**config.mk**
```make
export PLATFORM = sky130hd
export DESIGN_NAME = cpuMemory
export DESIGN_NICKNAME = d
export VERILOG_FILES = /design/src/rtl/cpuPkg.sv /design/src/rtl/cpuMemory.sv
export SDC_FILE = /design/constraint.sdc
export NUM_CORES = 2
export LEC_CHECK = 0
export BUFFER_PORTS_ARGS = -buffer_cell sky130_fd_sc_hd__buf_2
export CAP_MARGIN = 20
export CORE_AREA = 2 2 794 796
export DETAILED_ROUTE_END_ITERATION = 8
export DIE_AREA = 0 0 796 798
export GPL_ROUTABILITY_DRIVEN = 1
export HOLD_SLACK_MARGIN = 0.15
export PLACE_DENSITY_LB_ADDON = 0.12
export SYNTH_ARGS = -nofsm -noshare
export SYNTH_HDL_FRONTEND = slang
export SYNTH_SLANG_ARGS = --single-unit
```
**constraint.sdc**
```tcl
create_clock -name clk -period 10.7 [get_ports clk]
set_clock_uncertainty 0.2 [all_clocks]
set_input_delay 1.605 -clock clk [delete_from_list [all_inputs] [get_ports clk]]
set_output_delay 1.605 -clock clk [all_outputs]
set_load 0.02 [all_outputs]
```
**src/rtl/cpuPkg.sv**
```systemverilog
`default_nettype none

package cpuPkg;

   typedef logic [15:0] word_t;     // Data, instruction and PC word
   typedef logic [3:0]  regAddr_t;  // One of sixteen registers
   typedef logic [3:0]  opcode_t;   // Bits 15 to 12
   typedef logic [2:0]  cond_t;     // Branch condition, bits 11 to 9
   typedef logic [1:0]  fwdSel_t;   // Operand source in execute

   localparam opcode_t OP_ADD = 4'd0;
   localparam opcode_t OP_SUB = 4'd1;
   localparam opcode_t OP_AND = 4'd2;
   localparam opcode_t OP_XOR = 4'd3;
   localparam opcode_t OP_SLL = 4'd4;
   localparam opcode_t OP_SRL = 4'd5;   // Last flag-setting opcode
   localparam opcode_t OP_LDI = 4'd6;
   localparam opcode_t OP_LW  = 4'd7;
   localparam opcode_t OP_SW  = 4'd8;
   localparam opcode_t OP_B   = 4'd9;
   localparam opcode_t OP_HLT = 4'd15;

   localparam cond_t COND_NE     = 3'd0;  // Z clear
   localparam cond_t COND_EQ     = 3'd1;  // Z set
   localparam cond_t COND_LT     = 3'd2;  // N set
   localparam cond_t COND_ALWAYS = 3'd3;

   localparam fwdSel_t FWD_REG = 2'd0;  // Value carried in ID/EX
   localparam fwdSel_t FWD_MEM = 2'd1;  // EX/MEM ALU result
   localparam fwdSel_t FWD_WB  = 2'd2;  // Writeback data

   // Opcode 14 is unused, every other bit set
   localparam word_t NOP_INSTR = 16'hEFFF;

endpackage

`default_nettype wire
```
**src/rtl/cpuMemory.sv**
```systemverilog
`timescale 1ns/1ns
`default_nettype none

module cpuMemory #(
   parameter int dmemAddrBits = 8
) (
   input  logic             clk,
   input  logic             reset,
   input  cpuPkg::word_t    aluOut,      // Address for LW and SW
   input  cpuPkg::word_t    storeData,
   input  cpuPkg::regAddr_t rd,
   input  logic             memRead,
   input  logic             memWrite,
   input  logic             regWrite,
   input  logic             isHalt,
   output logic             wbWrite,
   output cpuPkg::regAddr_t wbAddr,
   output cpuPkg::word_t    wbData,
   output logic             hlt
);

   cpuPkg::word_t           dmem [2**dmemAddrBits];
   cpuPkg::word_t           loadQ;     // Synchronous read data
   cpuPkg::word_t           aluQ;
   logic                    loadSel;   // Writeback takes memory data
   logic [dmemAddrBits-1:0] addr;

   assign addr = aluOut[dmemAddrBits-1:0];

   always_ff @(posedge clk) begin
      if (memWrite)
         dmem[addr] <= storeData;
      loadQ <= dmem[addr];
      aluQ  <= aluOut;
      wbAddr <= rd;
   end

   // MEM/WB controls and the halt latch
   always_ff @(posedge clk) begin
      if (reset) begin
         wbWrite <= 1'b0;
         loadSel <= 1'b0;
         hlt     <= 1'b0;
      end else begin
         wbWrite <= regWrite;
         loadSel <= memRead;
         hlt     <= hlt || isHalt;   // Rises as HLT enters writeback
      end
   end

   assign wbData = loadSel ? loadQ : aluQ;

endmodule

`default_nettype wire

```
==> impl_metrics.json <==
{
  "period_share": 0.5274,
  "worstSetupPathType": "input pin to flop",
  "ant_nets": 0,
  "fmax_mhz": 177.2,
  "dp.cells": 15154,
  "setup_violations": 0,
  "critPathRequiredTime_ns": 11.38,
  "synth.mux.area_fraction": 0.1489,
  "worstPathArrival_ns": 6.32,
  "layout-area-overhead-vs-synth_pct": 18.74,
  "synth_warnings": 0,
  "layout_min_cycle_time_ns": 5.643,
  "ir_drop_mv": 0.1458,
  "fillCellCount": 60643,
  "synth_compound_area_frac": 0.03643,
  "synth.cell_area_sq_um": 156100,
  "synth_top_family_by_area": "multiplexers",
  "clk_pin_slew_ns": 0.06,
  "status": "complete, no violations",
  "crit_fanout": 66,
  "synthCells": 6772,
  "tightestPinTransition_ns": 1.158,
  "core_area_sq_um": 626600,
  "grt_pass1_vias": 77020,
  "antenna_found_initial": 46,
  "maxSlewViolCount": 0,
  "num_vias": 74450,
  "swShare": 0.2244,
  "power_density_nw_per_um2": 187.7,
  "io_pins": 64,
  "drv_cap": 0,
  "fin_tns_setup_ns": 0,
  "die_h_um": 798,
  "nets": 7342,
  "yosys-top-cells-area": "edfxtp_1 (79%), mux4_2 (15%), a22oi_1 (2.5%), a21oi_1 (0.82%), clkbuf_1 (0.63%)",
  "die_w_um": 796,
  "synth_xor_area_frac": 0,
  "synth_simple_gate_area_share": 0.009164,
  "routed_via_density": 4.631,
  "final_cells": 16075,
  "insertion_delay_ns": 1.05,
  "cts_setup_buffers": 0,
  "seqPwrFrac": 0.515,
  "drt_iter0_markers": 7459,
  "grt_pass1_wl_um": 676100,
  "end_kind": "flop",
  "synth_cell_types": 23,
  "p_comb_frac": 0.048,
  "dieArea_sq_um": 635200,
  "wirelength_um": 497800,
  "crit_top_cell": "buf_12",
  "whs_ns": 0.2758,
  "io_buffers": 63,
  "dp_hpwl_um": 292100,
  "wl_per_cell_um": 30.97,
  "critPathSlowestCell": "o41ai_2",
  "cts_buffers": 464,
  "clkPwrFrac": 0.437,
  "cts_resized": 0,
  "final_common_cell": "edfxtp_1",
  "ys_seq_elements": 4135,
  "synth_fp_nets": 6814,
  "relSlewSlack": 0.2277,
  "synth_area_per_cell_sq_um": 23.05,
  "p_switching_mw": 7.806,
  "gpl.final_weighted_congestion": 0.7390,
  "rows": 291,
  "rsz0062_at_grt": "false",
  "grt_remaining_overflow": 0,
  "cts_root_buf": "clkbuf_16",
  "detail_route.first_pass.iterations": 5,
  "initial_core_util": 0.2491,
  "hold_buffers": 0,
  "clkSinkCount": 4135,
  "yosys.area.top_type": "edfxtp_1",
  "grt_max_degree": 150,
  "crit_path_cell_trace": "buf_12 > buf_12 > buf_4 > mux4_2 > a22oi_1 > a21oi_1 > o41ai_2 > nand4_1",
  "internal_power_mw": 26.97,
  "drc": 0,
  "start_kind": "input pin",
  "drive_above_1_share": 0.3116,
  "p_leak_nw": 55.60,
  "synth_top_area_share": 0.7881,
  "grt_use_total": 0.1527,
  "ys_seq_area_frac": 0.7931,
  "final_cell_mix": "edfxtp_1 (4096), mux4_2 (1024), a22oi_1 (512)",
  "clockBufferDepth": 4,
  "htree_levels": 5,
  "cts_tree": "yes",
  "hold_violations": 0,
  "slowest_delay_ns": 0.95,
  "min_path_type": "flop to flop",
  "synth_fa_ha_area_frac": 0
}
## worst max-delay path: cells and delay by family
family	cells	cell delay, ns
compound gates	3	2.03
buf+inv	3	1.46
mux	1	0.59
simple gates	1	0.15
## sequential cells by signal, indices dropped and copies added (netlist names)
register	flops
aluQ	16
dmem	4096
hlt	1
loadQ	16
loadSel	1
wbAddr	4
wbWrite	1
## cell families after synthesis
family                 after synthesis
DFF                               4135
muxes                             1040
AOI/OAI and AO/OA                  832
buffers and inverters              423
and+or+nand+nor                    342
## layer usage
layer,vias up,part of all wire,global-route usage
met4,14,0.024,0.03510
met2,2030,0.47,0.2480
met3,576,0.057,0.03006
met1,41451,0.45,0.2116
li1,30379,-,-
met5,-,0.00021,0
## final cells by class
cell class / instances / area, sq um / area share
multi-input cells: 2214 / 31590 / 0.1705
inverters: 1 / 3.754 / 0.00002026
clock inverters: 247 / 1913 / 0.01032
clock buffers: 618 / 12380 / 0.06679
repair buffers: 484 / 5131 / 0.02769
well taps: 8350 / 10450 / 0.05638
flip-flops and latches: 4135 / 123800 / 0.6680
diodes: 26 / 65.06 / 0.0003511
## final timing paths
check	startpoint	slack, ns	endpoint	cells after the start
max	aluOut[0]	5.06	loadQ[15]	8
min	hlt	0.28	hlt	2
max reg2reg	dmem[158][15]	7.35	loadQ[15]	5
min reg2reg	hlt	0.28	hlt	2
## power groups by stage
stage	clock, mW	sequential [mW]	combinational [mW]
final	15.2	17.9	1.67
after global routing	16.2	17.9	1.78
after CTS	15.7	17.9	1.73
after detailed placement	0	18.2	1.73
after global placement	0	18.2	1.70
after floorplan	0	18.2	0.780
## metrics by stage
stage,area (sq um),total power [mW],worst slack [ns],util
after floorplan,156100,18.98,6.186,-
after global placement,168900,19.93,3.002,0.2695
after detailed placement,170400,19.97,3.766,0.2720
after CTS,184700,35.30,4.948,0.2948
after global routing,185200,35.92,4.843,0.2956
final,185300,34.78,5.057,0.2957
## cell usage after synthesis
cell type and n:
edfxtp_1 4096, a22oi_1 512, nand2b_1 6, nand3_1 13
or2_2 2, inv_1 1, nand2_1 28, buf_1 38
dfxtp_1 39, clkbuf_1 261, buf_4 10, buf_6 26
mux4_2 1024, nor2_1 234, and2_1 3, buf_2 87
mux2_2 16, nand4_1 16, nor2b_1 9, o41ai_1 64
a21oi_1 256, nor3_1 30, or3_1 1
Note: power is estimated with default switching activity, not from simulation.
