<file path="src/rtl/cpuPkg.sv">
`default_nettype none

package cpuPkg;

   typedef logic [15:0] word_t;     // Data, instruction and PC word
   typedef logic [3:0]  regAddr_t;  // One of sixteen registers
   typedef logic [3:0]  opcode_t;   // Bits 15 to 12
   typedef logic [2:0]  cond_t;     // Branch condition, bits 11 to 9
   typedef logic [1:0]  fwdSel_t;   // Operand source in execute

   localparam opcode_t OP_ADD = 4'd0;
   localparam opcode_t OP_SUB = 4'd1;
   localparam opcode_t OP_AND = 4'd2;
   localparam opcode_t OP_XOR = 4'd3;
   localparam opcode_t OP_SLL = 4'd4;
   localparam opcode_t OP_SRL = 4'd5;   // Last flag-setting opcode
   localparam opcode_t OP_LDI = 4'd6;
   localparam opcode_t OP_LW  = 4'd7;
   localparam opcode_t OP_SW  = 4'd8;
   localparam opcode_t OP_B   = 4'd9;
   localparam opcode_t OP_HLT = 4'd15;

   localparam cond_t COND_NE     = 3'd0;  // Z clear
   localparam cond_t COND_EQ     = 3'd1;  // Z set
   localparam cond_t COND_LT     = 3'd2;  // N set
   localparam cond_t COND_ALWAYS = 3'd3;

   localparam fwdSel_t FWD_REG = 2'd0;  // Value carried in ID/EX
   localparam fwdSel_t FWD_MEM = 2'd1;  // EX/MEM ALU result
   localparam fwdSel_t FWD_WB  = 2'd2;  // Writeback data

   // Opcode 14 is unused, every other bit set
   localparam word_t NOP_INSTR = 16'hEFFF;

endpackage

`default_nettype wire
</file>
<file path="src/rtl/cpuFetch.sv">
`timescale 1ns/1ns
`default_nettype none

module cpuFetch #(
   parameter int imemAddrBits = 8
) (
   input  logic          clk,
   input  logic          reset,
   input  logic          imemWrite,     // Program load strobe
   input  cpuPkg::word_t imemAddr,
   input  cpuPkg::word_t imemData,
   input  logic          stall,         // Load-use hold
   input  logic          flush,         // Taken branch in execute
   input  logic          halting,       // HLT sitting in IF/ID
   input  logic          branchTaken,
   input  cpuPkg::word_t branchTarget,
   output cpuPkg::word_t pc,
   output cpuPkg::word_t instrId,
   output cpuPkg::word_t pcId
);

   cpuPkg::word_t imem [2**imemAddrBits];
   cpuPkg::word_t instrIf;   // Word at the current PC
   logic          frozen;    // Halt committed, fetch stays stopped

   // Load port, one word per strobe
   always_ff @(posedge clk) begin
      if (imemWrite)
         imem[imemAddr[imemAddrBits-1:0]] <= imemData;
   end

   assign instrIf = imem[pc[imemAddrBits-1:0]];

   always_ff @(posedge clk) begin
      if (reset) begin
         pc     <= '0;
         frozen <= 1'b0;
      end else begin
         if (branchTaken)
            pc <= branchTarget;                    // Redirect wins over stall
         else if (!(stall || halting || frozen))
            pc <= pc + 16'd1;
         if (halting)
            frozen <= 1'b1;
      end
   end

   // IF/ID
   always_ff @(posedge clk) begin
      if (reset || flush || halting || frozen)
         instrId <= cpuPkg::NOP_INSTR;
      else if (!stall)
         instrId <= instrIf;
      if (!stall)
         pcId <= pc;   // Only used for branch targets
   end

endmodule

`default_nettype wire

</file>
<file path="config.mk">
export PLATFORM = sky130hd
export DESIGN_NAME = cpuFetch
export DESIGN_NICKNAME = d
export VERILOG_FILES = /design/src/rtl/cpuPkg.sv /design/src/rtl/cpuFetch.sv
export SDC_FILE = /design/constraint.sdc
export NUM_CORES = 2
export LEC_CHECK = 0
export BUFFER_PORTS_ARGS = -buffer_cell sky130_fd_sc_hd__buf_2
export CELL_PAD_IN_SITES_DETAIL_PLACEMENT = 1
export CELL_PAD_IN_SITES_GLOBAL_PLACEMENT = 2
export CORE_ASPECT_RATIO = 0.5
export CORE_MARGIN = 4
export CORE_UTILIZATION = 45
export CTS_CLUSTER_DIAMETER = 80
export CTS_CLUSTER_SIZE = 20
export DETAILED_ROUTE_END_ITERATION = 8
export PLACE_DENSITY = 0.8
export SYNTH_ARGS = -nofsm -noshare
export SYNTH_HDL_FRONTEND = slang
export SYNTH_SLANG_ARGS = --single-unit
</file>
<file path="constraint.sdc">
create_clock -name clk -period 5.3 [get_ports clk]
set_input_delay 1.06 -clock clk [delete_from_list [all_inputs] [get_ports clk]]
set_output_delay 1.06 -clock clk [all_outputs]
set_load 0.02 [all_outputs]
</file>
==> summary.txt <==
Run status
  – Outcome: finished with violations
  – Failing checks: capacitance limit

Setup path
  – Critical-path cell list: buf_12, buf_4, mux4_2, a22o_1, a221oi_1, o22ai_1, a211oi_1, buf_4, or3_1, o31ai_1
  – Kind of start point of the critical path: register
  – Critical Path End Type: register
  – Worst path most repeated cell: buf_4
  – Critical Path Max Stage Delay: 1.07 ns
  – Critical Path RT: a little over 6 ns
  – CP delay by family, top: compound AO/OA/AOI/OAI gates
  – Bufs and invs on worst path: 3
  – CP max-delay cell: dfxtp_4
  – Crit path DAT: about 5.8 ns
  – CP max FO: 48
  – Crit Path Category: register to register

Drt
  – DR vias: 81.85k
  – Routed Antenna Nets: 0
  – Avg WL per Cell: about 38 um
  – DRT iter0 DRCs: 14.43k
  – Total wire length: about 480000 um
  – DR pass1 iterations: 6
  – Number of remaining DRC errors: 0
  – Vias per cell: around 6.6

Global routing
  – Grt ovf: 0
  – Vias in the first global route: roughly 82k
  – Antenna violations before repair: 48
  – GRT Total Usage: a little over a quarter
  – Largest net degree at the start of global routing: between 100 and 150
  – First-pass GRT wire length: 668100 um

STA
  – Slew @ Worst Pin: 1.459 ns
  – Max-slew headroom: 0.2187%
  – Period utilisation layout: a little over nine tenths
  – Fmax: 200.9 MHz
  – Setup TNS: 0 ns
  – Fin. Hold Viols: 0
  – Min cycle time layout: 4.978 ns
  – Endpoints failing setup: 0
  – Worst Skew: 0.07893 ns
  – Max-slew violations: 0
  – RSZ-0062 raised after global routing: false

Power
  – Total power: just under 60 mW
  – Switching Fraction: about 22%
  – Worst vdd ir: about 0.00030 V
  – P_int: between 40 and 50 mW
  – PwrDens: between 300 and 400 nW/um2
  – Combinational share of power: approximately 7%
  – Clock power frac: 31.6%
  – NetSw: roughly 13 mW
  – Seq pwr share: 61.4%
  – Pleak: 52.45 nW

Logic synthesis
  – Simple-gate share of the synthesized area: 1.888%
  – Post-Syn Area per Cell: 22.20 um2
  – Dominant synthesized flop cell: edfxtp_1
  – Seq cells post-synth: approximately 4.1k
  – Post-Syn Nets: between 7k and 8k
  – EDFF count, synth: about 4.1k
  – XOR/XNOR Fraction of Synth Area: 0.07684%
  – Mux cell area share after synthesis: 15.57%
  – Synth Area in Adders: less than 1%
  – Ys Warns: 0
  – Asr flop ratio synth: 0%
  – Post-synthesis cell type count: 81
  – Largest family of logic cells by synthesized area: multiplexers
  – Post-Syn Instances: between 7k and 8k
  – Seq/Total Area, Yosys: 77.79%
  – Synth Area in Compound Gates: just under 3%
  – Mapped cell area: 159600 um2

CTS
  – Hold_buf cts: 0
  – CTS sink cnt: between 4k and 5k
  – TritonCTS Buffers: 235
  – Clock tree from TritonCTS: yes
  – Clk_lat worst skew: 0.96 ns
  – Clk slew on worst S/H paths: 0.09 ns
  – Number of gates resized after cts: 0
  – Root Buffer: clkbuf_16
  – Number of setup buffers added after CTS: 0
  – H-tree depth: 4
  – Clock Path Buffers: 4

Floorplanning
  – # IOs: roughly 100
  – Core Footprint: 352600 um2
  – Initial Util: 45.26%
  – Die H: around 430 um
  – DIE WIDTH: 850.2 um
  – Row count: 154
  – Die ar.: approximately 360000 um2

Flow run
  – Max-cap violations: 1

Finish
  – Fraction of layout cells with a size suffix above 1: a little over a quarter
  – Syn-to-layout area delta: 9.782%
  – Net count, final: approximately 7.7k

Placed design
  – Port bufs: 94
  – Post-DP HPWL: about 300000 um
  – GPL Wtd Cong: 0.9033

Min path
  – Hold Path Class: input pin to register
-- flip-flops by register name, indices dropped and copies added (netlist names) --
register,flops
pc,16
pcId,16
instrId,16
frozen,1
imem,4096
-- layout by cell type (no fill, tap or decap), types with 78 or more instances in the layout --
cell and count:
clkbuf_16 238, clkbuf_1 96, mux4_2 978, edfxtp_1 4112
buf_2 78, a21oi_1 145, buf_4 519, nor2_2 103
a221oi_1 79, mux2i_1 228, a22oi_1 148, nor2_1 240
nand2_1 134
-- logic make-up after synthesis --
| family | count (synthesis) |
|---|---|
| buffers and inverters | 439 |
| flip-flops | 4145 |
| AO/OA/AOI/OAI | 671 |
| AND/OR/NAND/NOR | 682 |
| multiplexers | 1236 |
| XOR/XNOR | 14 |
| adder cells (fa/ha/maj) | 1 |
-- cells in the mapped netlist (all sizes together) (3+ instances only) --
cell type	count	area share, %
edfxtp	4112	77
mux4	991	14
nor2	345	0.81
buf	256	1.3
mux2i	228	1.4
clkbuf	173	0.41
a22oi	148	0.70
a21oi	145	0.45
nand2	137	0.32
a221oi	82	0.46
o21ai	78	0.24
nand3	53	0.17
o22ai	38	0.15
dfxtp	33	0.41
a211oi	32	0.15
nor2b	29	0.11
a22o	27	0.15
nand4	24	0.094
nor3	20	0.063
a31oi	17	0.067
mux2	17	0.12
o211ai	15	0.071
nor4	14	0.055
nand2b	12	0.047
a2111oi	11	0.061
o221ai	11	0.060
o311ai	11	0.060
and2	10	0.039
and3	9	0.035
inv	8	0.019
o2111ai	7	0.038
or4	7	0.033
xnor2	7	0.038
xor2	7	0.038
nor4b	5	0.027
a211o	4	0.022
a221o	4	0.025
a2bb2oi	4	0.022
a311oi	4	0.022
or2	4	0.016
or3	4	0.016
o221a	3	0.021
o31ai	3	0.014
o32a	3	0.019
o41ai	3	0.016
-- final cells by class --
class,count,area (um2)
sequential,4145,124200
clock buffer,334,6316
timing repair buffer,664,5535
clock inverter,10,137.6
inverter,9,38.79
tap,4680,5856
fill,31140,177400
multi-input combinational,2604,33070
antenna,28,70.07
-- final timing paths --
| path | start | endpoint | slack, ns | cells past startpoint |
|---|---|---|---|---|
| worst min-delay path | branchTarget[2] | pc[2] | 0.35 | 3 |
| worst min register to register | pc[14] | pcId[14] | 0.50 | 0 |
| worst max-delay path | pc[0] | instrId[11] | 0.32 | 10 |
| worst max register to register | pc[0] | instrId[11] | 0.32 | 10 |
-- routing by layer --
layer  GRT usage (%)  up-vias  routed length, um
met2           39.61     5783             220300
met5               0        -                145
li1                -    31210                  -
met4           9.341        8              19810
met3           6.625      879              60210
met1           36.78    43970             178400
-- power by group through the flow --
stage	registers (mW)	clock network [mW]	logic, mW
global placement	36.9	0	3.95
global route	36.2	20.1	4.25
detailed placement	36.9	0	4.05
finish	36.2	18.6	4.10
CTS	36.2	18.8	4.06
floorplan	36.9	0	2.11
-- worst min-delay path, stage by stage --
cell and delay (ns):
buf_2 0.09, a21oi_1 0.06, nor2_1 0.07
-- metrics by stage --
step | hold slack, ns | utilization (%) | worst slack (ns) | std cells | instance area (um2)
4_1_cts | 0.2867 | 49.66 | 0.4277 | 12450 | 175100
3_5_place_dp | 0.4917 | 47.83 | 0.4501 | 12100 | 168700
2_1_floorplan | 0.4691 | - | 2.075 | 7188 | 159600
6_report | 0.3532 | 49.68 | 0.3216 | 12470 | 175200
5_1_grt | 0.3290 | 49.67 | 0.3205 | 12460 | 175100
3_3_place_gp | 0.4728 | 47.83 | 0.4519 | 12100 | 168700
(Power assumes the default switching activity.)
