[src/rtl/cpuPkg.sv]
`default_nettype none

package cpuPkg;

   typedef logic [15:0] word_t;     // Data, instruction and PC word
   typedef logic [3:0]  regAddr_t;  // One of sixteen registers
   typedef logic [3:0]  opcode_t;   // Bits 15 to 12
   typedef logic [2:0]  cond_t;     // Branch condition, bits 11 to 9
   typedef logic [1:0]  fwdSel_t;   // Operand source in execute

   localparam opcode_t OP_ADD = 4'd0;
   localparam opcode_t OP_SUB = 4'd1;
   localparam opcode_t OP_AND = 4'd2;
   localparam opcode_t OP_XOR = 4'd3;
   localparam opcode_t OP_SLL = 4'd4;
   localparam opcode_t OP_SRL = 4'd5;   // Last flag-setting opcode
   localparam opcode_t OP_LDI = 4'd6;
   localparam opcode_t OP_LW  = 4'd7;
   localparam opcode_t OP_SW  = 4'd8;
   localparam opcode_t OP_B   = 4'd9;
   localparam opcode_t OP_HLT = 4'd15;

   localparam cond_t COND_NE     = 3'd0;  // Z clear
   localparam cond_t COND_EQ     = 3'd1;  // Z set
   localparam cond_t COND_LT     = 3'd2;  // N set
   localparam cond_t COND_ALWAYS = 3'd3;

   localparam fwdSel_t FWD_REG = 2'd0;  // Value carried in ID/EX
   localparam fwdSel_t FWD_MEM = 2'd1;  // EX/MEM ALU result
   localparam fwdSel_t FWD_WB  = 2'd2;  // Writeback data

   // Opcode 14 is unused, every other bit set
   localparam word_t NOP_INSTR = 16'hEFFF;

endpackage

`default_nettype wire
[src/rtl/cpuExecute.sv]
`timescale 1ns/1ns
`default_nettype none

module cpuExecute (
   input  logic             clk,
   input  logic             reset,
   input  cpuPkg::opcode_t  exAluOp,
   input  logic             exImmSel,
   input  cpuPkg::word_t    exImm,
   input  cpuPkg::word_t    exDataA,
   input  cpuPkg::word_t    exDataB,
   input  cpuPkg::regAddr_t exRd,
   input  logic             exMemRead,
   input  logic             exMemWrite,
   input  logic             exRegWrite,
   input  logic             exIsBranch,
   input  cpuPkg::cond_t    exCond,
   input  cpuPkg::word_t    exTarget,
   input  logic             exIsHalt,
   input  cpuPkg::fwdSel_t  fwdA,
   input  cpuPkg::fwdSel_t  fwdB,
   input  cpuPkg::fwdSel_t  fwdStore,
   input  cpuPkg::word_t    memAluOut,    // EX/MEM result fed back
   input  cpuPkg::word_t    wbData,
   output logic             branchTaken,
   output cpuPkg::word_t    branchTarget,
   output logic             flush,
   output cpuPkg::word_t    memAluOutQ,
   output cpuPkg::word_t    memStoreData,
   output cpuPkg::regAddr_t memRd,
   output logic             memRead,
   output logic             memWrite,
   output logic             memRegWrite,
   output logic             memIsHalt
);

   cpuPkg::word_t opA;
   cpuPkg::word_t opB;
   cpuPkg::word_t aluB;       // Register or immediate
   cpuPkg::word_t storeVal;
   cpuPkg::word_t result;
   logic          zFlag;
   logic          nFlag;
   logic          condTrue;

   function automatic cpuPkg::word_t fwdMux(
      input cpuPkg::fwdSel_t sel,
      input cpuPkg::word_t   regVal,
      input cpuPkg::word_t   memVal,
      input cpuPkg::word_t   wbVal
   );
      case (sel)
         cpuPkg::FWD_MEM: return memVal;
         cpuPkg::FWD_WB:  return wbVal;
         default:         return regVal;
      endcase
   endfunction

   assign opA      = fwdMux(fwdA, exDataA, memAluOut, wbData);
   assign opB      = fwdMux(fwdB, exDataB, memAluOut, wbData);
   assign storeVal = fwdMux(fwdStore, exDataB, memAluOut, wbData);  // SW data rides on B
   assign aluB     = exImmSel ? exImm : opB;

   always_comb begin
      case (exAluOp)
         cpuPkg::OP_ADD: result = opA + aluB;
         cpuPkg::OP_SUB: result = opA - aluB;
         cpuPkg::OP_AND: result = opA & aluB;
         cpuPkg::OP_XOR: result = opA ^ aluB;
         cpuPkg::OP_SLL: result = opA << aluB[3:0];
         cpuPkg::OP_SRL: result = opA >> aluB[3:0];   // Logical
         cpuPkg::OP_LDI: result = exImm;
         default:        result = opA + exImm;        // LW and SW address
      endcase
   end

   // Flags follow ALU opcodes only
   always_ff @(posedge clk) begin
      if (reset) begin
         zFlag <= 1'b0;
         nFlag <= 1'b0;
      end else if (exRegWrite && exAluOp <= cpuPkg::OP_SRL) begin
         zFlag <= result == '0;
         nFlag <= result[15];
      end
   end

   always_comb begin
      case (exCond)
         cpuPkg::COND_NE:     condTrue = !zFlag;
         cpuPkg::COND_EQ:     condTrue = zFlag;
         cpuPkg::COND_LT:     condTrue = nFlag;
         cpuPkg::COND_ALWAYS: condTrue = 1'b1;
         default:             condTrue = 1'b0;
      endcase
   end

   assign branchTaken  = exIsBranch && condTrue;
   assign flush        = branchTaken;    // Kills IF/ID and the word in fetch
   assign branchTarget = exTarget;

   // EX/MEM
   always_ff @(posedge clk) begin
      if (reset) begin
         memRead     <= 1'b0;
         memWrite    <= 1'b0;
         memRegWrite <= 1'b0;
         memIsHalt   <= 1'b0;
      end else begin
         memRead     <= exMemRead;
         memWrite    <= exMemWrite;
         memRegWrite <= exRegWrite;
         memIsHalt   <= exIsHalt;
      end
      memAluOutQ   <= result;
      memStoreData <= storeVal;
      memRd        <= exRd;
   end

endmodule

`default_nettype wire

[config.mk]
export PLATFORM = sky130hd
export DESIGN_NAME = cpuExecute
export DESIGN_NICKNAME = d
export VERILOG_FILES = /design/src/rtl/cpuPkg.sv /design/src/rtl/cpuExecute.sv
export SDC_FILE = /design/constraint.sdc
export NUM_CORES = 1
export LEC_CHECK = 0
export BUFFER_PORTS_ARGS = -buffer_cell sky130_fd_sc_hd__buf_2
export CAP_MARGIN = 40
export CORE_ASPECT_RATIO = 1.4
export CORE_UTILIZATION = 33
export DETAILED_ROUTE_END_ITERATION = 10
export PLACE_DENSITY_LB_ADDON = 0.08
export SLEW_MARGIN = 20
export SYNTH_ARGS = -nofsm -noshare
export SYNTH_HDL_FRONTEND = slang
export SYNTH_SLANG_ARGS = --single-unit
[constraint.sdc]
create_clock -name clk -period 10.7 [get_ports clk]
set_clock_uncertainty 0.2 [all_clocks]
set_input_delay 0 -clock clk [delete_from_list [all_inputs] [get_ports clk]]
set_output_delay 0 -clock clk [all_outputs]
set_load 0.01 [all_outputs]
==> summary.md <==
| Metric | Value |
|---|---|
| Worst Path Max Fanout | `29` |
| CTS tree | `built` |
| Final setup fails | `0` |
| Layout cell share with drive strength beyond 1 | `0.1947` |
| Top post-synthesis cells by area | `dfxtp_1 14%, mux2i_1 11%, ha_1 8.6%` |
| Setup ws final | `4.831 ns` |
| RSZ-0062 raised after global routing | `false` |
| DR iter-0 viols | `584` |
| Average vias per placed instance | `5.788` |
| GRT overflow | `0` |
| Post-Syn Area | `5829 um^2` |
| Peak VDD IR | `0.00005727 V` |
| Starting Density | `0.3364` |
| Drt drc | `0` |
| Area delta synth->final | `26.44%` |
| MaxCap Viol Count | `0` |
| Net count after synthesis | `954` |
| Setup WS pre-CTS | `4.544 ns` |
| Power Density | `122.2 nW/um^2` |
| Vias in the first global route | `6,703` |
| #FFs+latches synth | `42` |
| Final critical-path required period | `5.869 ns` |
| Die area | `18,210 um^2` |
| R2r worst-path depth | `2` |
| Combinational Power Share | `0.581` |
| R2R Setup Slk | `9.70 ns` |
| Net switching power | `402.6 uW` |
| Sink Count | `42` |
| Clock root buffer | `clkbuf_16` |
| Area leader, netlist | `dfxtp_1` |
| Port-buffer cells | `146` |
| Core ar. | `17,330 um^2` |
| # rows | `57` |
| Max H-tree Level | `2` |
| Sequential share of power | `0.216` |
| Critical Path End | `zFlag` |
| Crit path kind | `input pin to register` |
| Final #Nets | `1,111` |
| Worst skew pair latency | `0.30 ns` |
| Post-synth top flop | `dfxtp_1` |
| Relative slew slack | `0.4492` |
| Worst-Margin Slew | `0.8263 ns` |
| Worst r2r src | `zFlag` |
| Clk slew on worst S/H paths | `0.06 ns` |
| Synth unique cells | `65` |
| Startpoint types | `input pin` |
| F_max | `0.1704 GHz` |
| Sw Share | `0.4470` |
| Largest net degree at the start of global routing | `34` |
| Num CTS Buffers | `5` |
| Required time worst endpoint | `10.75 ns` |
| Detail Route Antenna Nets | `0` |
| Internal Dissipation | `498.1 uW` |
| Die height | `159.3 um` |
| Final Hold Vio Count | `0` |
| Antenna violations before repair | `0` |
| Crit end category | `register` |
| Die W | `114.3 um` |
| First-pass GRT wire length | `39,770 um` |
| I/O Pins | `179` |
| YS warnings | `0` |
| Max-slew violations | `0` |
| CTS max path bufs | `2` |
| Worst setup path startpoint | `fwdB[0]` |
| Syn_area_per_cell | `7.360 um^2` |
| Post-synth EDFFs | `0` |
| Final RePlAce weighted congestion | `0.9184` |
| Drt wl/cell | `22.55 um` |
| Filler cells | `1,826` |
| Clk pwr share | `0.203` |
| Mapped Cells | `792` |
| Ant diodes | `0` |
| Routed WL | `26,750 um` |
| Period utilization | `0.5485` |
| Leak Pwr | `0.003325 uW` |
| Global Route Usage Sum | `0.2904` |
| Via count | `6,865` |
| Status | `finished clean` |
| Final HPWL DP | `21,500 um` |
| Worst endpoint data arrival time | `5.92 ns` |
| Top-area cell type share of the netlist area | `0.1442` |
| Fraction of registers with async set/reset | `0` |
| Pre-Repair DR Iteration Count | `5` |
| TNS Setup | `0 ns` |
| Worst r2r dst | `zFlag` |
| Register area share after synthesis | `0.1442` |
| Worst Hold Class | `input pin to register` |
==> how the worst min path moves through the flow <==
stage | startpoint | to | slack [ns] | depth (start not counted)
floorplan | exRd[0] | memRd[0] | -0.17 | 0
global placement | exTarget[0] | branchTarget[0] | -0.20 | 0
detailed placement | exTarget[0] | branchTarget[0] | -0.20 | 0
CTS | exImm[15] | memAluOutQ[15] | 0.04 | 5
global route | exImm[14] | memAluOutQ[14] | 0.08 | 5
finish | exAluOp[3] | nFlag | 0.06 | 4
==> power groups by stage <==
stage	clock network [uW]	logic, uW	registers [uW]
final	183	523	194
after global routing	192	563	196
after CTS	186	515	195
after detailed placement	0	488	198
after global placement	0	488	198
after floorplan	0	303	212
==> what timing repair did <==
| item | 4_1_cts | 5_1_grt |
|---|---|---|
| endpoints found under the hold margin | 42 | 0 |
| buffers inserted | 0 | 0 |
| endpoints found under the setup margin | 0 | 0 |
| resized for setup | 0 | 0 |
| hold buffers | 62 | 0 |
==> layout make-up <==
class                   instances  area, um^2  share of cell area
well taps                     236       295.3             0.04006
flip-flops and latches         42       840.8              0.1141
multi-input cells             640        4461              0.6052
clock inverters                 2       37.54            0.005093
repair buffers                223        1461              0.1983
inverters                      37       146.4             0.01986
clock buffers                   6       128.9             0.01748
==> per-stage QoR <==
stage	hold slack, ns	instance area [um^2]	utilization	instances	power [uW]
2_1_floorplan	-0.1723	5829	-	792	515.1
3_3_place_gp	-0.1999	6549	0.3779	1111	686.2
3_5_place_dp	-0.1999	6564	0.3787	1114	686.8
4_1_cts	0.03924	7351	0.4242	1184	896.1
5_1_grt	0.08041	7371	0.4253	1186	951.6
6_report	0.05693	7371	0.4253	1186	900.7
==> registers in the layout, indices dropped and copies added, names as in the netlist <==
| name | cells |
|---|---|
| memAluOutQ | 16 |
| memIsHalt | 1 |
| memRd | 4 |
| memRead | 1 |
| memRegWrite | 1 |
| memStoreData | 16 |
| memWrite | 1 |
| nFlag | 1 |
| zFlag | 1 |
==> critical path, stage by stage <==
cell and delay, ns:
buf_2 0.09, inv_1 0.04, ha_1 0.78, nor3b_1 0.27, a221o_1 0.14, buf_4 0.35, inv_1 0.35, nor3_1 0.58
a21oi_1 0.17, xor2_1 0.14, o21ai_0 0.09, ha_1 0.25, a21o_1 0.20, a2111oi_0 0.55, a31oi_1 0.15, nor2_1 0.14
xor2_1 0.20, nor2_1 0.07, or4_1 0.51, or4_1 0.50, nor4_1 0.20, or2_1 0.13
==> cell usage in the layout (no fill, tap or decap), drive strengths merged, types with 9 or more instances in the layout <==
cell type	n
nor3	22
buf	161
nand2	77
nor2b	22
dfxtp	42
xor2	18
dlygate4sd3	62
o211ai	10
mux2i	64
inv	37
a22oi	32
xnor2	21
ha	40
a221o	21
a31oi	9
a21oi	33
o21ai	68
a221oi	14
o31ai	15
nand3	23
nor2	52
==> synthesized netlist by cell type, types with 3 or more instances <==
cell,number
o31ai_1,15
a211o_1,5
xnor2_1,21
o211ai_1,10
nand3_1,23
buf_1,4
nor3_1,22
a211oi_1,5
o21ai_0,54
mux2i_1,64
clkbuf_1,28
nand2_1,77
o21ai_1,14
or3_1,7
o22ai_1,5
a22oi_1,32
inv_4,3
a221o_1,21
nor2b_1,22
buf_4,19
a221oi_1,14
o21a_1,4
a31oi_1,9
ha_1,40
nor3b_1,7
or2_2,5
nor4bb_1,3
a21o_1,3
nor2_1,51
nand2b_1,7
a222oi_1,5
buf_2,19
dfxtp_1,42
nor4_1,8
inv_1,33
a21oi_1,33
xor2_1,18
==> metal layers <==
layer  part of all wire  wire [um]  vias to the layer above  track usage
met3              0.062       1650                       62      0.04416
met5                  0          0                        -            0
met1               0.40      10600                     3207       0.3373
li1                   -          -                     3245            -
met4              0.050       1330                        0       0.1387
met2               0.49      13170                      351       0.5127
==> kinds of logic after synthesis <==
kind of cell,synth area share
compound gates,0.2870
xor+xnor,0.05860
simple gates,0.2134
buf+inv,0.09380
fa+ha+maj,0.08929
flops,0.1442
mux,0.1138
(Power assumes the default switching activity.)
