File: src/rtl/cpuPkg.sv
`default_nettype none

package cpuPkg;

   typedef logic [15:0] word_t;     // Data, instruction and PC word
   typedef logic [3:0]  regAddr_t;  // One of sixteen registers
   typedef logic [3:0]  opcode_t;   // Bits 15 to 12
   typedef logic [2:0]  cond_t;     // Branch condition, bits 11 to 9
   typedef logic [1:0]  fwdSel_t;   // Operand source in execute

   localparam opcode_t OP_ADD = 4'd0;
   localparam opcode_t OP_SUB = 4'd1;
   localparam opcode_t OP_AND = 4'd2;
   localparam opcode_t OP_XOR = 4'd3;
   localparam opcode_t OP_SLL = 4'd4;
   localparam opcode_t OP_SRL = 4'd5;   // Last flag-setting opcode
   localparam opcode_t OP_LDI = 4'd6;
   localparam opcode_t OP_LW  = 4'd7;
   localparam opcode_t OP_SW  = 4'd8;
   localparam opcode_t OP_B   = 4'd9;
   localparam opcode_t OP_HLT = 4'd15;

   localparam cond_t COND_NE     = 3'd0;  // Z clear
   localparam cond_t COND_EQ     = 3'd1;  // Z set
   localparam cond_t COND_LT     = 3'd2;  // N set
   localparam cond_t COND_ALWAYS = 3'd3;

   localparam fwdSel_t FWD_REG = 2'd0;  // Value carried in ID/EX
   localparam fwdSel_t FWD_MEM = 2'd1;  // EX/MEM ALU result
   localparam fwdSel_t FWD_WB  = 2'd2;  // Writeback data

   // Opcode 14 is unused, every other bit set
   localparam word_t NOP_INSTR = 16'hEFFF;

endpackage

`default_nettype wire
File: src/rtl/hazardUnit.sv
`timescale 1ns/1ns
`default_nettype none

module hazardUnit (
   input  logic             usesA,
   input  logic             usesB,
   input  logic             usesStore,
   input  cpuPkg::regAddr_t srcA,         // Sources of the word in IF/ID
   input  cpuPkg::regAddr_t srcB,
   input  cpuPkg::regAddr_t srcStore,
   input  cpuPkg::regAddr_t exRd,
   input  logic             exMemRead,
   input  cpuPkg::regAddr_t exRs,         // Sources of the word in ID/EX
   input  cpuPkg::regAddr_t exRt,
   input  cpuPkg::regAddr_t exStoreReg,
   input  cpuPkg::regAddr_t memRd,
   input  logic             memRegWrite,
   input  logic             memRead,
   input  cpuPkg::regAddr_t wbAddr,
   input  logic             wbWrite,
   output logic             stall,
   output cpuPkg::fwdSel_t  fwdA,
   output cpuPkg::fwdSel_t  fwdB,
   output cpuPkg::fwdSel_t  fwdStore
);

   logic memFwdOk;   // EX/MEM holds a finished ALU result

   function automatic cpuPkg::fwdSel_t pickFwd(
      input cpuPkg::regAddr_t src,
      input cpuPkg::regAddr_t memDst,
      input logic             memOk,
      input cpuPkg::regAddr_t wbDst,
      input logic             wbOk
   );
      if (memOk && memDst == src)
         return cpuPkg::FWD_MEM;   // Youngest writer first
      if (wbOk && wbDst == src)
         return cpuPkg::FWD_WB;    // Covers load data too
      return cpuPkg::FWD_REG;
   endfunction

   // Load in ID/EX feeding the next word
   assign stall = exMemRead && ((usesA && srcA == exRd) ||
                                (usesB && srcB == exRd) ||
                                (usesStore && srcStore == exRd));

   assign memFwdOk = memRegWrite && !memRead;   // Load data not ready in EX/MEM
   assign fwdA     = pickFwd(exRs, memRd, memFwdOk, wbAddr, wbWrite);
   assign fwdB     = pickFwd(exRt, memRd, memFwdOk, wbAddr, wbWrite);
   assign fwdStore = pickFwd(exStoreReg, memRd, memFwdOk, wbAddr, wbWrite);

endmodule

`default_nettype wire

File: config.mk
export PLATFORM = sky130hd
export DESIGN_NAME = hazardUnit
export DESIGN_NICKNAME = d
export VERILOG_FILES = /design/src/rtl/cpuPkg.sv /design/src/rtl/hazardUnit.sv
export SDC_FILE = /design/constraint.sdc
export NUM_CORES = 1
export LEC_CHECK = 0
export ABC_AREA = 1
export BUFFER_PORTS_ARGS = -buffer_cell sky130_fd_sc_hd__buf_2
export CORE_MARGIN = 2
export CORE_UTILIZATION = 35
export DETAILED_ROUTE_END_ITERATION = 7
export GPL_ROUTABILITY_DRIVEN = 0
export PLACE_DENSITY = 0.74
export SLEW_MARGIN = 20
export SYNTH_ARGS = -nofsm -noshare
export SYNTH_HDL_FRONTEND = slang
export SYNTH_SLANG_ARGS = --single-unit
File: constraint.sdc
create_clock -name vclk -period 0.8
set_input_delay 0.04 -clock vclk [all_inputs]
set_output_delay 0.04 -clock vclk [all_outputs]
set_load 0.005 [all_outputs]
==> results.json, run 1 <==
{
  "status": "finished with violations",
  "failed_checks": "negative setup slack",
  "syn_inst": 123,
  "powerDensity_nw_per_um2": 491.7,
  "globalRoute.totalOverflow": 0,
  "cap_violations": 0,
  "max_slew_margin_pct": 83.71,
  "wl_per_cell_um": 10.35,
  "final_common_cell": "nand2_1",
  "finalHoldViolations": 0,
  "die_h_um": 44.38,
  "register_area_um2": 0,
  "yosysWarnings": 0,
  "fin_cells": 189,
  "layout-drive-gt1-share_pct": 52.02,
  "leakage_nw": 0.6324,
  "period_needed_ps": 812.5,
  "area_delta_synth_final_pct": 92.11,
  "dp.cells": 189,
  "setup_slack_ps": -12.54,
  "antenna_left": 0,
  "dp_hpwl_mm": 1.500,
  "cp-end-kind": "output pin",
  "synth_cell_types": 14,
  "synth_top_area_share_pct": 28.29,
  "cp.required_ps": 760,
  "die_w_um": 44.38,
  "drt_iter0_drc": 13,
  "core_area_um2": 1524,
  "grt_max_degree": 7,
  "synth-seq-area-share_pct": 0,
  "routed_wl_mm": 1.957,
  "first_pass_iters": 4,
  "mostFrequentLayoutCells": "32 x nand2_1, 30 x buf_2, 13 x inv_1",
  "fp.dieArea_um2": 1969,
  "setup_viol": 2,
  "synth_area_leaders": "nand2_1 28%, inv_1 15%, nand3_1 9.6%, xnor2_1 9.2%, xor2_1 9.2%",
  "multi_input_area_um2": 574.3,
  "drc": 0,
  "cp-start-kind": "primary input",
  "track_usage_pct": 17.57,
  "grt_pass1_wl_mm": 2.766,
  "diodes": 0,
  "grt_setup_unrepaired": "yes",
  "rows": 14,
  "via_per_inst": 4.868,
  "yosysTopAreaCell": "nand2_1",
  "grt_antenna_before_repair": 0,
  "ctsHoldBuffers": 0,
  "n_clock_buffer": 0,
  "synth_nets": 166,
  "crit_type": "primary input to output pin",
  "fmax_ghz": 1.231,
  "dp_slack_ps": -31.22,
  "worstPathMaxFanout": 4,
  "syn_area_per_cell_um2": 4.639,
  "vias": 920,
  "start_util_pct": 37.44,
  "ios": 50,
  "hp-class": "primary input to output pin",
  "finalMaxSlewViolations": 0,
  "vdd_ir_drop_max_uv": 262.1,
  "fin_crit_sh_pct": 101.6,
  "total_power_mw": 0.5389,
  "nNetsFinal": 218,
  "nFillCells": 130,
  "numPortBuffers": 50,
  "grt_pass1_vias": 798,
  "cp.arrival_ps": 770,
  "worst_pin_slew_ps": 241.8,
  "syn_area_um2": 570.5,
  "nFlopsAndLatches": 0
}
==> final timing paths <==
path,from,end,slack (ps),cells past startpoint
worst max-delay path,wbAddr[1],fwdB[1],-10,6
worst min-delay path,exMemRead,stall,330,4
==> per-stage QoR <==
| step | setup TNS, ps | cell area, um2 | hold slack (ps) | util, % |
|---|---|---|---|---|
| floorplan | 0 | 570.5 | 159.0 | - |
| global placement | -51.31 | 840.8 | 327.7 | 55.17 |
| detailed placement | -83.28 | 840.8 | 332.6 | 55.17 |
| CTS | -67.52 | 852.1 | 336.2 | 55.91 |
| global route | -261.8 | 1096 | 351.9 | 71.92 |
| finish | -18.67 | 1096 | 331.4 | 71.92 |
==> worst max-delay path: stages <==
cell and delay (ps):
buf_2 130, xor2_1 170, a21oi_1 120, nand3_1 90, nor2_1 100, buf_2 110
==> metal layers <==
metal	vias up	track usage, %	part of all wire, %
li1	473	-	-
met3	0	1.224	8.3
met4	0	2.424	0
met5	-	0	0
met1	405	19.51	36
met2	42	36.18	56
==> synthesized netlist by cell type <==
| cell type | count |
|---|---|
| nand2_1 | 43 |
| inv_1 | 23 |
| nand3_1 | 11 |
| nor2_1 | 11 |
| a21oi_1 | 9 |
| xnor2_1 | 6 |
| xor2_1 | 6 |
| o21ai_0 | 5 |
| inv_2 | 2 |
| nor2_2 | 2 |
| o21ai_1 | 2 |
| nor3_1 | 1 |
| nor3_2 | 1 |
| or2_2 | 1 |
==> kinds of logic after synthesis <==
family,after synthesis,share of synthesized area [%]
compound gates,16,14.03
buf+inv,25,16.45
simple gates,70,51.09
xor+xnor,12,18.42
==> power by group <==
group	switching (mW)	internal (mW)
Clock	0	0
Combinational	0.257	0.282
Sequential	0	0
==> timing repair <==
item	in CTS	in global routing
gates resized for setup	6	75
pin swaps	7	34
buffers inserted	0	0
setup endpoints to repair	4	7
==> layout make-up <==
cell class                 count  area share (%)
timing repair buffer          50           35.62
tap                           16           1.826
multi-input combinational     98           52.40
inverter                      25           10.16
(Power assumes the default switching activity.)
==> run 2, diff against run 1 <==
ABC_AREA = not set   (was 1)
CORE_AREA = 2 2 39 41   (was not set)
CORE_MARGIN = not set   (was 2)
CORE_UTILIZATION = not set   (was 35)
DIE_AREA = 0 0 41 43   (was not set)
PLACE_DENSITY = 0.79   (was 0.74)
==> run 2 against run 1 <==
  * The flow still finishes with violations (negative setup slack)
  * Total power shrank 4.3%
  * Die area shrank 10%
  * Critical path depth is the same
  * First-iteration DRC count shrank 77%
  * Cell count shrank 30%
  * Global-route usage shrank 0.59 points
  * Combinational power shrank 4.3%
  * Synthesized area shrank 21%
  * Setup slack lost 150 ps
  * Sequential share of layout area is the same
  * Clock-buffer cell count is the same
  * Hold slack gained 78 ps
==> results.json, run 2 <==
{
  "status": "finished with violations",
  "failed_checks": "negative setup slack",
  "power_switching_mw": 0.2166,
  "cp_cell_sequence": "buf_6, xor2_1, a221o_1, nor4_4, nor2_1, buf_2",
  "power.share.switching_pct": 42.00,
  "total_power_mw": 0.5156,
  "syn_area_per_cell_um2": 7.486,
  "grt_pass1_vias": 603,
  "dp.cells": 133,
  "worst_path_max_delay_cell": "a221o_1",
  "p_comb_share_pct": 100.0,
  "synth_cell_types": 11,
  "setup-tns-final_ps": -449.5,
  "fin_crit_sh_pct": 120.8,
  "drc": 0,
  "yosysTopAreaCell": "xor2_1",
  "first_pass_iters": 2,
  "worst_pin_slew_ps": 292.9,
  "antenna_left": 0,
  "setup_viol": 5,
  "placed_cell_area_um2": 772.0,
  "internal_power_mw": 0.2991,
  "wl_per_cell_um": 12.28,
  "cap_violations": 0,
  "synth-seq-area-share_pct": 0,
  "grt_antenna_before_repair": 0,
  "synth_area_leaders": "xor2_1 43%, xnor2_1 23%, nor3_1 8.9%, nand3_1 6.7%, nor4_4 4.7%",
  "synth_top_area_share_pct": 42.90,
  "dp_hpwl_mm": 1.399,
  "layout-drive-gt1-share_pct": 60.68,
  "fin_cells": 133,
  "yosysMostFrequentCell": "xor2_1",
  "finalHoldViolations": 0,
  "crit_type": "primary input to output pin",
  "grt_max_degree": 4,
  "cp-end-kind": "output pin",
  "ctsHoldBuffers": 0,
  "ios": 50,
  "start_util_pct": 32.46,
  "hp-start": "wbWrite",
  "grt_setup_unrepaired": "yes",
  "fin_area_um2": 975.9,
  "drt_iter0_drc": 3,
  "cp-start-kind": "primary input",
  "via_per_inst": 4.850,
  "worst_path_largest_cell_delay_ps": 300,
  "core_area_um2": 1384,
  "mostFrequentLayoutCells": "35 x buf_2, 22 x xor2_1, 11 x buf_6",
  "holdPathEnd": "fwdStore[1]",
  "worstPathMaxFanout": 2,
  "final_common_cell": "buf_2",
  "globalRoute.totalOverflow": 0,
  "leakage_nw": 0.4856,
  "cp.required_ps": 760,
  "nNetsFinal": 162,
  "synth_nets": 103,
  "area_delta_synth_final_pct": 117.3,
  "max_slew_margin_pct": 80.47,
  "cp.arrival_ps": 930,
  "period_needed_ps": 966.1,
  "numPortBuffers": 50,
  "diodes": 0,
  "syn_inst": 60,
  "vias": 645,
  "setup_slack_ps": -166.1,
  "track_usage_pct": 16.98,
  "grt_pass1_wl_mm": 2.187,
  "powerDensity_nw_per_um2": 528.3,
  "n_clock_buffer": 0,
  "p_seq_share_pct": 0,
  "vdd_ir_drop_max_uv": 289.9,
  "die_h_um": 43,
  "postCtsSetupBuffers": 0,
  "syn_area_um2": 449.2,
  "fmax_ghz": 1.035,
  "synth_commonest_cells": "22 x xor2_1, 12 x xnor2_1, 8 x nor3_1",
  "die_w_um": 41,
  "critPathBufInv": 2,
  "routed_wl_mm": 1.633,
  "hp-class": "primary input to output pin",
  "register_area_um2": 0,
  "fp.dieArea_um2": 1763,
  "critPathTopFamily": "compound AO/OA/AOI/OAI gates",
  "p_clk_share_pct": 0,
  "rows": 14,
  "nFlopsAndLatches": 0,
  "yosysWarnings": 0,
  "finalMaxSlewViolations": 0,
  "hold_depth": 4
}
-- run 2: cell types whose count changed after synthesis, moves of 3 or more --
cell     previous run  this run
a21oi_1             9         0
inv_1              23         2
nand2_1            43         0
nand3_1            11         6
nand4_1             0         3
nor2_1             11         3
nor3_1              1         8
o21ai_0             5         0
xnor2_1             6        12
xor2_1              6        22
-- run 2: kinds of logic after synthesis --
family	after synthesis	synth area share, %
simple gates	22	28.41
buf+inv	2	1.672
xor+xnor	34	66.29
compound gates	2	3.622
-- run 2: worst max-delay path by stage --
| stage | endpoint | from | cells after the start | slack, ps |
|---|---|---|---|---|
| after floorplan | fwdStore[1] | memRd[1] | 4 | 40 |
| after CTS | fwdStore[1] | memRd[1] | 6 | -160 |
| after global placement | fwdStore[1] | memRd[1] | 6 | -160 |
| final | fwdStore[1] | memRd[1] | 6 | -170 |
| after detailed placement | fwdStore[1] | memRd[1] | 6 | -180 |
| after global routing | fwdStore[1] | memRd[1] | 6 | -240 |
-- run 2: power groups by stage --
stage	Combinational, mW	Clock [mW]	Sequential, mW
4_1_cts	0.409	0	0
6_report	0.516	0	0
2_1_floorplan	0.172	0	0
3_5_place_dp	0.393	0	0
5_1_grt	0.551	0	0
3_3_place_gp	0.379	0	0
-- run 2: layout make-up --
cell class	count	area, um2
multi-input cells	58	536.8
repair buffers	57	411.6
fillers	111	407.9
well taps	16	20.02
inverters	2	7.507
-- run 2: tightest hold or removal path, delay by kind of cell --
| family | cells | cell delay (ps) |
|---|---|---|
| AND/OR/NAND/NOR | 2 | 90 |
| buffers and inverters | 2 | 230 |
-- run 2: metrics by stage --
stage | utilization (%) | hold WS, ps | setup WS [ps]
3_5_place_dp | 55.79 | 400.8 | -180.6
4_1_cts | 57.87 | 401.2 | -164.7
5_1_grt | 70.52 | 434.9 | -238.1
6_report | 70.52 | 409.5 | -166.1
2_1_floorplan | - | 165.6 | 41.19
3_3_place_gp | 55.79 | 393.7 | -158.7
-- run 2: timing repair --
item / CTS / global route
resized for setup: 8 / 39
endpoints found under the setup margin: 7 / 7
pin swaps: 5 / 14
-- run 2: routing by layer --
layer  vias up  part of all wire (%)  GRT usage [%]
met1       278                    35          16.77
met2        46                    56          36.25
met4         0                     0              0
li1        321                     -              -
met3         0                   9.4         0.5236
met5         -                     0              0
